<file path="config.mk">
export PLATFORM = sky130hd
export DESIGN_NAME = lsu_store_top
export DESIGN_NICKNAME = d
export VERILOG_FILES = /design/src/verilog/sb_pkg.sv /design/src/verilog/mem_pkg.sv /design/src/verilog/sb_drain_if.sv /design/src/verilog/store_buffer.sv /design/src/verilog/sb_drain.sv /design/src/verilog/sb_config.sv /design/src/verilog/lsu_store_top.sv
export SDC_FILE = /design/constraint.sdc
export NUM_CORES = 1
export LEC_CHECK = 0
export BUFFER_PORTS_ARGS = -buffer_cell sky130_fd_sc_hd__buf_2
export CAP_MARGIN = 20
export CORE_MARGIN = 5
export CORE_UTILIZATION = 45
export DETAILED_ROUTE_END_ITERATION = 10
export GPL_TIMING_DRIVEN = 1
export HOLD_SLACK_MARGIN = 0.05
export PLACE_DENSITY = 0.61
export REMOVE_ABC_BUFFERS = 1
export SLEW_MARGIN = 30
export SYNTH_ARGS = -nofsm -noshare
export SYNTH_HDL_FRONTEND = slang
export SYNTH_SLANG_ARGS = --single-unit
</file>
<file path="constraint.sdc">
create_clock -name clk -period 9.4 [get_ports clk]
set_input_delay 0.47 -clock clk [delete_from_list [all_inputs] [get_ports clk]]
set_output_delay 0.47 -clock clk [all_outputs]
set_load 0.01 [all_outputs]
</file>
<file path="src/verilog/sb_pkg.sv">
package sb_pkg;

    // buffer geometry
    localparam int SB_SIZE  = 4;
    localparam int SB_PTR_W = 2;
    localparam int SB_CNT_W = 3;

    // store payload widths
    localparam int ADDR_W = 32;
    localparam int DATA_W = 32;
    localparam int STRB_W = 4;

    // one buffered store
    // valid marks an occupied slot, commit marks a retired store
    typedef struct packed {
        logic [ADDR_W-1:0] addr;
        logic [DATA_W-1:0] data;
        logic [STRB_W-1:0] strb;
        logic              valid;
        logic              commit;
    } sb_entry_t;

endpackage

</file>
<file path="src/verilog/mem_pkg.sv">
package mem_pkg;

    // drain gap field width
    localparam int GAP_W = 4;

    // config word width, write and readback
    localparam int CFG_W = 16;

    // config word layout
    localparam int CFG_EN_BIT  = 0;
    localparam int CFG_GAP_LSB = 4;
    // occupancy shows up in the readback only
    localparam int CFG_CNT_LSB = 8;

    // drain enabled, gap of zero
    localparam logic [CFG_W-1:0] CFG_RESET = 16'h0001;

endpackage

</file>
<file path="src/verilog/sb_drain_if.sv">
`timescale 1ns/1ps

interface sb_drain_if;

    // oldest committed entry, offered to the drain engine
    logic                      valid;
    logic                      ready;
    logic [sb_pkg::ADDR_W-1:0] addr;
    logic [sb_pkg::DATA_W-1:0] data;
    logic [sb_pkg::STRB_W-1:0] strb;

    modport buffer (
        output valid,
        output addr,
        output data,
        output strb,
        input  ready
    );

    modport drain (
        input  valid,
        input  addr,
        input  data,
        input  strb,
        output ready
    );

endinterface

</file>
<file path="src/verilog/store_buffer.sv">
`timescale 1ns/1ps

module store_buffer (
    input  logic                        clk,
    input  logic                        rst_n,
    input  logic                        flush_i,
    input  logic                        commit_i,
    input  logic                        st_valid_i,
    output logic                        st_ready_o,
    input  logic [sb_pkg::ADDR_W-1:0]   st_addr_i,
    input  logic [sb_pkg::DATA_W-1:0]   st_data_i,
    input  logic [sb_pkg::STRB_W-1:0]   st_strb_i,
    output logic [sb_pkg::SB_CNT_W-1:0] sb_count_o,
    sb_drain_if.buffer                  drain
);

    sb_pkg::sb_entry_t entries [sb_pkg::SB_SIZE];

    // head = next free slot, cmt_ptr = oldest uncommitted, tail = oldest
    logic [sb_pkg::SB_PTR_W-1:0] head_q;
    logic [sb_pkg::SB_PTR_W-1:0] cmt_ptr_q;
    logic [sb_pkg::SB_PTR_W-1:0] tail_q;
    logic [sb_pkg::SB_CNT_W-1:0] cnt_q;
    logic [sb_pkg::SB_CNT_W-1:0] cmt_cnt_q;
    logic [sb_pkg::SB_CNT_W-1:0] cnt_d;
    logic [sb_pkg::SB_CNT_W-1:0] cmt_cnt_d;
    logic                        push;
    logic                        pop;
    logic                        do_commit;

    assign push = st_valid_i & st_ready_o & ~flush_i;
    assign pop  = drain.valid & drain.ready;
    // only retire when something is still uncommitted
    assign do_commit = commit_i & ~flush_i & (cnt_q != cmt_cnt_q);

    always_comb begin
        cmt_cnt_d = cmt_cnt_q;
        if (do_commit && !pop) begin
            cmt_cnt_d = cmt_cnt_q + 1;
        end else if (pop && !do_commit) begin
            cmt_cnt_d = cmt_cnt_q - 1;
        end

        cnt_d = cnt_q;
        if (flush_i) begin
            // only committed stores survive a flush
            cnt_d = cmt_cnt_d;
        end else if (push && !pop) begin
            cnt_d = cnt_q + 1;
        end else if (pop && !push) begin
            cnt_d = cnt_q - 1;
        end
    end

    always_ff @(posedge clk) begin
        if (!rst_n) begin
            head_q     <= '0;
            cmt_ptr_q  <= '0;
            tail_q     <= '0;
            cnt_q      <= '0;
            cmt_cnt_q  <= '0;
            st_ready_o <= 1'b1;
        end else begin
            cnt_q      <= cnt_d;
            cmt_cnt_q  <= cmt_cnt_d;
            st_ready_o <= (cnt_d < sb_pkg::SB_SIZE);
            if (pop) begin
                tail_q <= tail_q + 1;
            end
            if (do_commit) begin
                cmt_ptr_q <= cmt_ptr_q + 1;
            end
            // tail plus committed count is always the commit pointer
            if (flush_i) begin
                head_q <= cmt_ptr_q;
            end else if (push) begin
                head_q <= head_q + 1;
            end
        end
    end

    // slot updates, payload is written only on push
    always_ff @(posedge clk) begin
        for (int i = 0; i < sb_pkg::SB_SIZE; i++) begin
            if (!rst_n) begin
                entries[i].valid  <= 1'b0;
                entries[i].commit <= 1'b0;
            end else if (pop && (tail_q == i[sb_pkg::SB_PTR_W-1:0])) begin
                entries[i].valid  <= 1'b0;
                entries[i].commit <= 1'b0;
            end else if (flush_i) begin
                if (!entries[i].commit) begin
                    entries[i].valid <= 1'b0;
                end
            end else begin
                if (push && (head_q == i[sb_pkg::SB_PTR_W-1:0])) begin
                    entries[i].addr   <= st_addr_i;
                    entries[i].data   <= st_data_i;
                    entries[i].strb   <= st_strb_i;
                    entries[i].valid  <= 1'b1;
                    entries[i].commit <= 1'b0;
                end
                if (do_commit && (cmt_ptr_q == i[sb_pkg::SB_PTR_W-1:0])) begin
                    entries[i].commit <= 1'b1;
                end
            end
        end
    end

    // oldest entry goes out once it is committed
    assign drain.valid = entries[tail_q].valid & entries[tail_q].commit;
    assign drain.addr  = entries[tail_q].addr;
    assign drain.data  = entries[tail_q].data;
    assign drain.strb  = entries[tail_q].strb;

    assign sb_count_o = cnt_q;

endmodule

</file>
<file path="src/verilog/sb_drain.sv">
`timescale 1ns/1ps

module sb_drain (
    input  logic                       clk,
    input  logic                       rst_n,
    input  logic                       drain_en_i,
    input  logic [mem_pkg::GAP_W-1:0]  drain_gap_i,
    sb_drain_if.drain                  entry,
    output logic                       mem_req_o,
    input  logic                       mem_ack_i,
    output logic [sb_pkg::ADDR_W-1:0]  mem_addr_o,
    output logic [sb_pkg::DATA_W-1:0]  mem_data_o,
    output logic [sb_pkg::STRB_W-1:0]  mem_strb_o
);

    typedef enum logic [1:0] {
        ST_IDLE,
        ST_REQ,
        ST_REL,
        ST_GAP
    } state_t;

    state_t                    state_q;
    logic [mem_pkg::GAP_W-1:0] gap_q;
    logic                      take;

    assign entry.ready = (state_q == ST_IDLE) & drain_en_i & (gap_q == '0);
    assign take        = entry.valid & entry.ready;

    always_ff @(posedge clk) begin
        if (!rst_n) begin
            state_q   <= ST_IDLE;
            mem_req_o <= 1'b0;
            gap_q     <= '0;
        end else begin
            case (state_q)
                ST_IDLE: begin
                    if (take) begin
                        mem_req_o <= 1'b1;
                        state_q   <= ST_REQ;
                    end
                end
                ST_REQ: begin
                    // hold req until the memory acks
                    if (mem_ack_i) begin
                        mem_req_o <= 1'b0;
                        state_q   <= ST_REL;
                    end
                end
                ST_REL: begin
                    // wait for ack release, then start the idle gap
                    if (!mem_ack_i) begin
                        gap_q   <= drain_gap_i;
                        state_q <= ST_GAP;
                    end
                end
                default: begin
                    if (gap_q == '0) begin
                        state_q <= ST_IDLE;
                    end else begin
                        gap_q <= gap_q - 1;
                    end
                end
            endcase
        end
    end

    // write payload held steady for the whole request
    always_ff @(posedge clk) begin
        if (take) begin
            mem_addr_o <= entry.addr;
            mem_data_o <= entry.data;
            mem_strb_o <= entry.strb;
        end
    end

endmodule

</file>
<file path="src/verilog/sb_config.sv">
`timescale 1ns/1ps

module sb_config (
    input  logic                        clk,
    input  logic                        rst_n,
    input  logic                        cfg_we_i,
    input  logic [mem_pkg::CFG_W-1:0]   cfg_wdata_i,
    input  logic [sb_pkg::SB_CNT_W-1:0] sb_count_i,
    output logic [mem_pkg::CFG_W-1:0]   cfg_rdata_o,
    output logic                        drain_en_o,
    output logic [mem_pkg::GAP_W-1:0]   drain_gap_o
);

    logic                      drain_en_q;
    logic [mem_pkg::GAP_W-1:0] gap_q;

    always_ff @(posedge clk) begin
        if (!rst_n) begin
            drain_en_q <= mem_pkg::CFG_RESET[mem_pkg::CFG_EN_BIT];
            gap_q      <= mem_pkg::CFG_RESET[mem_pkg::CFG_GAP_LSB +: mem_pkg::GAP_W];
        end else if (cfg_we_i) begin
            drain_en_q <= cfg_wdata_i[mem_pkg::CFG_EN_BIT];
            gap_q      <= cfg_wdata_i[mem_pkg::CFG_GAP_LSB +: mem_pkg::GAP_W];
        end
    end

    assign drain_en_o  = drain_en_q;
    assign drain_gap_o = gap_q;

    // readback, fields plus live occupancy, unused bits read zero
    always_comb begin
        cfg_rdata_o                                            = '0;
        cfg_rdata_o[mem_pkg::CFG_EN_BIT]                       = drain_en_q;
        cfg_rdata_o[mem_pkg::CFG_GAP_LSB +: mem_pkg::GAP_W]    = gap_q;
        cfg_rdata_o[mem_pkg::CFG_CNT_LSB +: sb_pkg::SB_CNT_W]  = sb_count_i;
    end

endmodule

</file>
<file path="src/verilog/lsu_store_top.sv">
`timescale 1ns/1ps

module lsu_store_top (
    input  logic                        clk,
    input  logic                        rst_n,
    input  logic                        flush_i,
    input  logic                        commit_i,
    input  logic                        st_valid_i,
    output logic                        st_ready_o,
    input  logic [sb_pkg::ADDR_W-1:0]   st_addr_i,
    input  logic [sb_pkg::DATA_W-1:0]   st_data_i,
    input  logic [sb_pkg::STRB_W-1:0]   st_strb_i,
    output logic                        mem_req_o,
    input  logic                        mem_ack_i,
    output logic [sb_pkg::ADDR_W-1:0]   mem_addr_o,
    output logic [sb_pkg::DATA_W-1:0]   mem_data_o,
    output logic [sb_pkg::STRB_W-1:0]   mem_strb_o,
    input  logic                        cfg_we_i,
    input  logic [mem_pkg::CFG_W-1:0]   cfg_wdata_i,
    output logic [mem_pkg::CFG_W-1:0]   cfg_rdata_o,
    output logic [sb_pkg::SB_CNT_W-1:0] sb_count_o
);

    logic                      drain_en;
    logic [mem_pkg::GAP_W-1:0] drain_gap;

    // buffer to drain engine
    sb_drain_if drain_bus ();

    store_buffer store_buffer_inst (
        .clk        (clk),
        .rst_n      (rst_n),
        .flush_i    (flush_i),
        .commit_i   (commit_i),
        .st_valid_i (st_valid_i),
        .st_ready_o (st_ready_o),
        .st_addr_i  (st_addr_i),
        .st_data_i  (st_data_i),
        .st_strb_i  (st_strb_i),
        .sb_count_o (sb_count_o),
        .drain      (drain_bus.buffer)
    );

    sb_drain sb_drain_inst (
        .clk         (clk),
        .rst_n       (rst_n),
        .drain_en_i  (drain_en),
        .drain_gap_i (drain_gap),
        .entry       (drain_bus.drain),
        .mem_req_o   (mem_req_o),
        .mem_ack_i   (mem_ack_i),
        .mem_addr_o  (mem_addr_o),
        .mem_data_o  (mem_data_o),
        .mem_strb_o  (mem_strb_o)
    );

    sb_config sb_config_inst (
        .clk         (clk),
        .rst_n       (rst_n),
        .cfg_we_i    (cfg_we_i),
        .cfg_wdata_i (cfg_wdata_i),
        .sb_count_i  (sb_count_o),
        .cfg_rdata_o (cfg_rdata_o),
        .drain_en_o  (drain_en),
        .drain_gap_o (drain_gap)
    );

endmodule

</file>
# Word-level counts from Yosys, hierarchy flattened
# Memory sizes are Yosys's and may differ from the RTL's. A register that Yosys moved wholly into a read port is not among the register bits.
# Cells that the tools add are included.
# totals
elab_cells	222
ram_bits	280
reg_bits	93
in_bits	91
memories	1
output_inout_bits	89
# classes
n_eq_ne	16
bitwise_logic	34
reduce_logical	31
addsub	8
n_lt_le_gt_ge	1
mux	117
# memory_table
memory	words	width	read_ports	rd_clocked_by_memory_dff	write_ports	line	source
store_buffer_inst.entries	4	70	5	1	4	store_buffer.sv:17	sb_pkg::sb_entry_t entries [sb_pkg::SB_SIZE];
# op_table
op	count
$mux 1	99
$or 1x1->1	24
$logic_and 1x1->1	16
$mux 2	8
$mux 3	5
$eq 2x2->1 const B	7
$and 1x1->1	8
$eq 2x1->1 const B	4
$logic_not 2->1	4
$mux 4	2
$ne 2x2->1 const B	4
$pmux 4 s2	1
$add 2x1->2 const B	3
$add 3x1->3 const B	2
$pmux 2 s3	1
$reduce_and 3->1	2
$sub 3x1->3 const B	2
$logic_not 4->1	1
$reduce_and 4->1	1
$reduce_bool 2->1	2
$reduce_bool 4->1	1
$sub 4x1->4 const B	1
$logic_not 1->1	3
$lt 3x3->1 const B	1
other kinds (4)	5

# Longest topological paths before layout
# Gate-level depths: netlist of run 1.
# depth
word_depth	11
ltp_mapped	10
mapped_depth_nobuf	9

# Cells and area by module
# From an unflattened synthesis of run 1, not the netlist that was laid out.
# unflattened
hier_cells	690
hier_area_um2	14152.3
# by_module_without_submodules
mod	area_each_um2	seq_area_each_um2	n_inst	cells_each
store_buffer	11244.5	8698.3	1	522
sb_drain	2593.7	2182.1	1	135
sb_config	314.1	100.1	1	33

# Worst setup path before layout of run 1
# No wires, ideal clock.
# synth_path
path_kind	reg2reg
start	register sb_drain_inst.gap_q[0] in the netlist's numbering
end	memory store_buffer_inst.entries[0][1] in the netlist's numbering (data pin)
required_ns	8.624
arrival_time_ns	4.725
period_less_slack_ns	5.501
path_stages_with_launch	11
setup_ns	0.776
setup_slack_ns	3.899
path_buffers	1
path_cell_list	dfxtp_1 -> inv_1 -> ha_1 -> or3b_4 -> a31oi_2 -> nand3_2 -> inv_2 -> buf_2 -> nand2_1 -> nand2_1 -> nor2_1
# synth_rtl
element	line	source
start, declared	sb_drain.sv:24	logic [mem_pkg::GAP_W-1:0] gap_q;
start signal, assigned	sb_drain.sv:53	gap_q <= drain_gap_i;
start signal, assigned	sb_drain.sv:61	gap_q <= gap_q - 1;
end, declared	store_buffer.sv:17	

==> results of run 1 <==
final cells by class:
class	instances	share of cell area [%]
Antenna cell	2	0.0301
Clock buffer	54	6.40
Clock inverter	18	1.30
Inverter	19	0.444
Multi-Input combinational cell	253	17.0
Sequential cell	375	66.1
Tap cell	396	2.98
Timing Repair Buffer	170	5.66
critical path: cells and delay by family, from the launching register on:
family	cells	cell delay, ps
compound gates	1	340
buf+inv	4	1240
flops	1	780
simple gates	4	1030
layout by cell type, fill, tap and decap left out, types with 4 or more instances in the layout:
cell type	n
xnor2_1	8
buf_2	160
nor2_1	15
nor2_4	4
bufinv_16	4
edfxtp_1	347
clkbuf_16	40
nand3_1	7
inv_1	18
and2_1	9
mux4_2	68
clkinv_1	5
buf_4	6
clkinv_2	5
o211ai_1	4
clkbuf_1	13
o21ai_0	9
a21oi_1	7
conb_1	8
ha_1	21
nand2_1	33
a21boi_0	5
mux2i_1	11
nor2b_1	10
dfxtp_1	26
through the flow:
stage / total power, mW / worst slack, ps / utilization [%] / instances / cell area, um2
2_1_floorplan: 2.28 / 1220 / - / 647 / 13900
3_3_place_gp: 2.39 / 5230 / 49.7 / 1210 / 15200
3_5_place_dp: 2.42 / 5490 / 50.0 / 1213 / 15300
4_1_cts: 3.95 / 5480 / 54.1 / 1285 / 16600
5_1_grt: 4.06 / 5280 / 54.2 / 1286 / 16600
6_report: 3.90 / 5600 / 54.2 / 1287 / 16600
state kept, by name (all words and copies together) (netlist names), named ones only:
signal / flops
store_buffer_inst.cmt_ptr_q: 2
sb_drain_inst.state_q: 2
sb_drain_inst.gap_q: 4
store_buffer_inst.entries: 280
sb_drain_inst.mem_strb_o: 4
store_buffer_inst.tail_q: 2
sb_drain_inst.mem_req_o: 1
store_buffer_inst.sb_count_o: 3
store_buffer_inst.st_ready_o: 1
sb_config_inst.drain_gap_o: 4
store_buffer_inst.cmt_cnt_q: 3
store_buffer_inst.head_q: 2
sb_drain_inst.mem_addr_o: 32
sb_config_inst.drain_en_o: 1
sb_drain_inst.mem_data_o: 32
final timing paths:
path	from	end	slack [ps]	depth (start not counted)
setup reg to reg	register	store_buffer_inst.entries[0][68]	5600	9
hold reg to reg	store_buffer_inst.entries[2][1]	store_buffer_inst.entries[2][1]	500	2
hold / removal	st_data_i[18]	store_buffer_inst.entries[0][24]	160	1
setup / recovery	register	store_buffer_inst.entries[0][68]	5600	9
power groups by stage:
| stage | logic, mW | clock network, mW | registers (mW) |
|---|---|---|---|
| global placement | 0.388 | 0 | 2.00 |
| finish | 0.404 | 1.52 | 1.97 |
| detailed placement | 0.409 | 0 | 2.01 |
| CTS | 0.411 | 1.57 | 1.98 |
| global route | 0.445 | 1.64 | 1.98 |
| floorplan | 0.243 | 0 | 2.03 |
per-layer routing:
metal	GRT usage (%)	vias up	routed length, um
met5	0	-	84
met4	3.87	14	607
met3	5.08	58	2110
met2	26.3	203	13500
met1	18.8	3457	10600
li1	-	3050	-
logic make-up after synthesis:
logic type                 after synthesis
DFF                                    375
and+or+nand+nor                         90
muxes                                   80
buffers and inverters                   57
AOI/OAI and AO/OA                       42
adders and majority gates               22
xor gates and xnor gates                11
other                                    1
==> out/metrics.csv, run 1 <==
metric,value,unit
status,completed,
synth_top_family_by_area,multiplexers,
n_fill_cell,2390,
synthFlopType,edfxtp_1,
pwr-share-clk,39.0,%
antenna_found_initial,8,
fin_skew,7.71,ps
cts_num_sinks,375,
critPathLaunchType,register,
grt-ovfl-total,0,
synth_most_common_cell,edfxtp_1,
path_clk_slew,60,ps
netlist_area,0.0140,mm2
cp.required,9560,ps
drt-wirelength-per-cell,20.9,um
yosysSeqAreaShare,78.2,%
cts_setup_buffers,0,
slew_headroom,44.0,%
cts_tree,yes,
drt_iter0_markers,384,
fin_hold_ws,157,ps
grt_max_degree,60,
synth_compound_gate_area_share,2.21,%
drt.antenna.violating_nets,0,
cp_max_fo,41,
routabilityCongestion,0.750,
ir_drop,0.190,mV
slew_violations,0,
power_density,235,mW/mm2
grt_pass1_wl,42100,um
async_flop_share,0,%
hold_buffers,0,
synth_edf_count,347,
rsz0062_at_grt,false,
path_common_cell,nand2_1,
yosys-top-cells-count,"edfxtp_1, mux4_2, nand2_1, dfxtp_1, ha_1",
end_kind,register,
grt_pass1_vias,7356,
dr.pass1.iters,5,
yosysWarnings,0,
worst_pin_slew,840,ps
clock_latency,530,ps
num_vias,6782,
fmax,263,MHz
p_int,3.02,mW
finalHoldViolations,0,
swShare,22.7,%
seq_area,0.0110,mm2
worst-setup-path-type,reg2reg,
grt_usage,15.3,%
crit_chain,"inv_1, a311o_1, nand3_2, inv_4, nand2_1, nand2_1, nor2_4, buf_16, buf_4",
io_pins,180,
cts_made_buffers,40,
initial_core_util,45.8,%
clk_path_buf_depth,3,
synthTopCellsByArea,"edfxtp_1, mux4_2, dfxtp_1, ha_1, nand2_1",
cp_data_arrival_time,3960,ps
hold_path_class,in2reg,
synth_fa_ha_area_share,1.94,%
dieArea,0.0348,mm2
power_frac_comb,10.4,%
dp_hpwl,16100,um
p_seq_share,50.6,%
clock-root-buffer,clkbuf_16,
cts_resized,0,
worst_path_max_delay_cell,dfxtp_4,
rows,64,
cpPeakStageDelay,780,ps
die_w,187,um
io_buffer_count,160,
h-tree-depth,2,
syn_area_per_cell,20.7,um2
synth-simple-area-share,3.14,%
ys_ff_latch,375,
maxCapViolCount,0,
synthDistinctLibCells,48,
drc,0,
finalWirelength,26900,um
die_h,187,um
multi_input_area,0.00283,mm2
via_per_inst,5.27,
synthCells,678,
muxShareOfSynthArea,11.8,%
coreArea,0.0307,mm2
yosysTopAreaCellShare,74.2,%
p_leak,5.64,nW
fin_nets,971,
drive_gt1_share,34.3,%
synth-xor-area-share,0.686,%
area_delta_synth_final,18.3,%
p_sw,884,uW
netlist.top_cell.by_area,edfxtp_1,
setup_viol,0,
tns,0,ps
post-route-period-util,40.5,%
fin_crit,3800,ps
Power figures use the tool's default switching activity.
==> run 2, diff against run 1 <==
--- a/config.mk
+++ b/config.mk
@@ -5,6 +5,7 @@
 export SDC_FILE = /design/constraint.sdc
 export NUM_CORES = 1
 export LEC_CHECK = 0
+export ABC_AREA = 1
 export BUFFER_PORTS_ARGS = -buffer_cell sky130_fd_sc_hd__buf_2
 export CAP_MARGIN = 20
 export CORE_MARGIN = 5
==> constraint.sdc (replaced) <==
create_clock -name clk -period 4 [get_ports clk]
set_input_delay 0.2 -clock clk [delete_from_list [all_inputs] [get_ports clk]]
set_output_delay 0.2 -clock clk [all_outputs]
set_load 0.01 [all_outputs]
==> out/metrics.csv, run 2 <==
metric,value,unit
largestRegisters,"store_buffer_inst.entries x280, sb_drain_inst.mem_addr_o x32, sb_drain_inst.mem_data_o x32",
synthFlopType,edfxtp_1,
ir_drop,0.360,mV
cp_max_fo,33,
layout_commonest_cell,edfxtp_1,
finalPower,10.4,mW
dieArea,0.0350,mm2
dr.pass1.iters,4,
grt_max_degree,117,
largest_reg_flops,280,
synth_most_common_cell,edfxtp_1,
yosysWarnings,0,
h-tree-depth,2,
drt_iter0_markers,585,
ys_ff_latch,375,
yosys-top-cells-count,"edfxtp_1, nor2_1, o21ai_0, o22ai_1, nand2_1",
drt-wirelength-per-cell,17.4,um
coreArea,0.0308,mm2
grt_pass1_vias,8583,
critPathLaunchType,register,
netlist_area,0.0141,mm2
area_delta_synth_final,22.7,%
hold_path_class,in2reg,
die_w,187,um
drive_gt1_share,19.7,%
synth_edf_count,347,
die_h,187,um
fin_skew,16.9,ps
stdcell_area,0.0173,mm2
setup_viol,0,
power_frac_comb,20.1,%
status,completed,
place_area,0.0153,mm2
power_density,600,mW/mm2
cts_made_buffers,40,
cp_data_arrival_time,2800,ps
rsz0062_at_grt,false,
fmax,380,MHz
maxCapViolCount,0,
fin_nets,1368,
end_kind,register,
via_per_inst,5.13,
grt-ovfl-total,0,
p_int,7.40,mW
num_vias,8618,
fin_crit,2630,ps
grt_pass1_wl,46600,um
finalWirelength,29300,um
io_buffer_count,160,
async_flop_share,0,%
p_seq_share,47.8,%
clock-root-buffer,clkbuf_16,
worst_pin_slew,845,ps
slew_violations,0,
synthDistinctLibCells,28,
cp.required,4170,ps
swShare,28.9,%
grt_usage,16.4,%
clk_path_buf_depth,3,
finalHoldViolations,0,
antenna_found_initial,3,
top_register,store_buffer_inst.entries,
slew_headroom,43.6,%
post-route-period-util,65.7,%
initial_core_util,45.8,%
cts_resized,0,
hold_buffers,81,
cts_setup_buffers,0,
synthCells,1012,
netlist.top_cell.by_area,edfxtp_1,
p_sw,3.00,mW
rows,64,
p_leak,6.28,nW
path_clk_slew,60,ps
worst-setup-path-type,reg2reg,
dp_hpwl,16300,um
layout_common_cells,"edfxtp_1, nor2_1, buf_2",
routabilityCongestion,0.721,
yosysTopAreaCellShare,73.7,%
pwr-share-clk,32.2,%
drc,0,
clock_latency,530,ps
synthTopCellsByArea,"edfxtp_1, o21ai_0, nor2_1, dfxtp_1, o22ai_1",
cts_tree,yes,
io_pins,180,
syn_area_per_cell,14.0,um2
cts_num_sinks,375,
drt.antenna.violating_nets,0,
yosysSeqAreaShare,77.7,%
==> run 2: power groups by stage <==
stage               Clock, mW  Sequential (mW)  Combinational (mW)
finish                   3.35             4.97                2.09
global route             3.61             5.00                2.37
CTS                      3.43             4.97                2.12
detailed placement          0             5.05                2.05
global placement            0             5.04                2.01
floorplan                   0             5.16                1.17
==> run 2: worst max-delay path, cell delays in order (launching register included) <==
cell and delay [ps]:
dfxtp_2 780, nand3_1 230, nand2_1 160, nor2_4 50
nand2_1 70, nand2_2 80, nor2_4 440, buf_4 460
==> run 2: logic make-up after synthesis <==
logic type / share of synthesized area [%]
XOR/XNOR: 0.310
flip-flops: 77.7
buffers and inverters: 3.02
adder cells (fa/ha/maj): 1.86
other: 0.0265
AND/OR/NAND/NOR: 7.53
AO/OA/AOI/OAI: 9.55
==> run 2: area by class of cell <==
type | instances | area, um2
repair buffers | 257 | 1760
clock buffers | 51 | 1040
multi-input cells | 548 | 2780
diodes | 1 | 2.50
flip-flops and latches | 375 | 11000
well taps | 396 | 495
inverters | 34 | 130
fillers | 2505 | 13500
clock inverters | 17 | 140
==> run 2: path summary, 6_finish.rpt <==
path	start	endpoint	slack, ps	cells past startpoint
worst max-delay path	register	store_buffer_inst.entries[0][26]	1370	7
worst min-delay path	commit_i	store_buffer_inst.cmt_ptr_q[0]	90	5
worst max register to register	register	store_buffer_inst.entries[0][26]	1370	7
worst min register to register	sb_drain_inst.gap_q[3]	sb_drain_inst.gap_q[3]	460	2
==> run 2: routing by layer <==
layer,GRT usage (%),part of all wire (%),wire (um)
met1,21.6,43,12700
met2,28.3,50,14500
met3,3.30,5.6,1650
met4,3.64,1.3,393
met5,0,0.072,21
==> run 2: stage by stage <==
stage          util, %  setup WS [ps]  hold slack [ps]  std cells  setup TNS [ps]
5_1_grt           56.3           1160             99.6       1679               0
3_5_place_dp      49.8           1300              410       1529               0
3_3_place_gp      49.8           1290              409       1529               0
6_report          56.3           1370             86.5       1679               0
2_1_floorplan        -          -4530              269        957        -1266190
4_1_cts           56.3           1280             51.3       1678               0
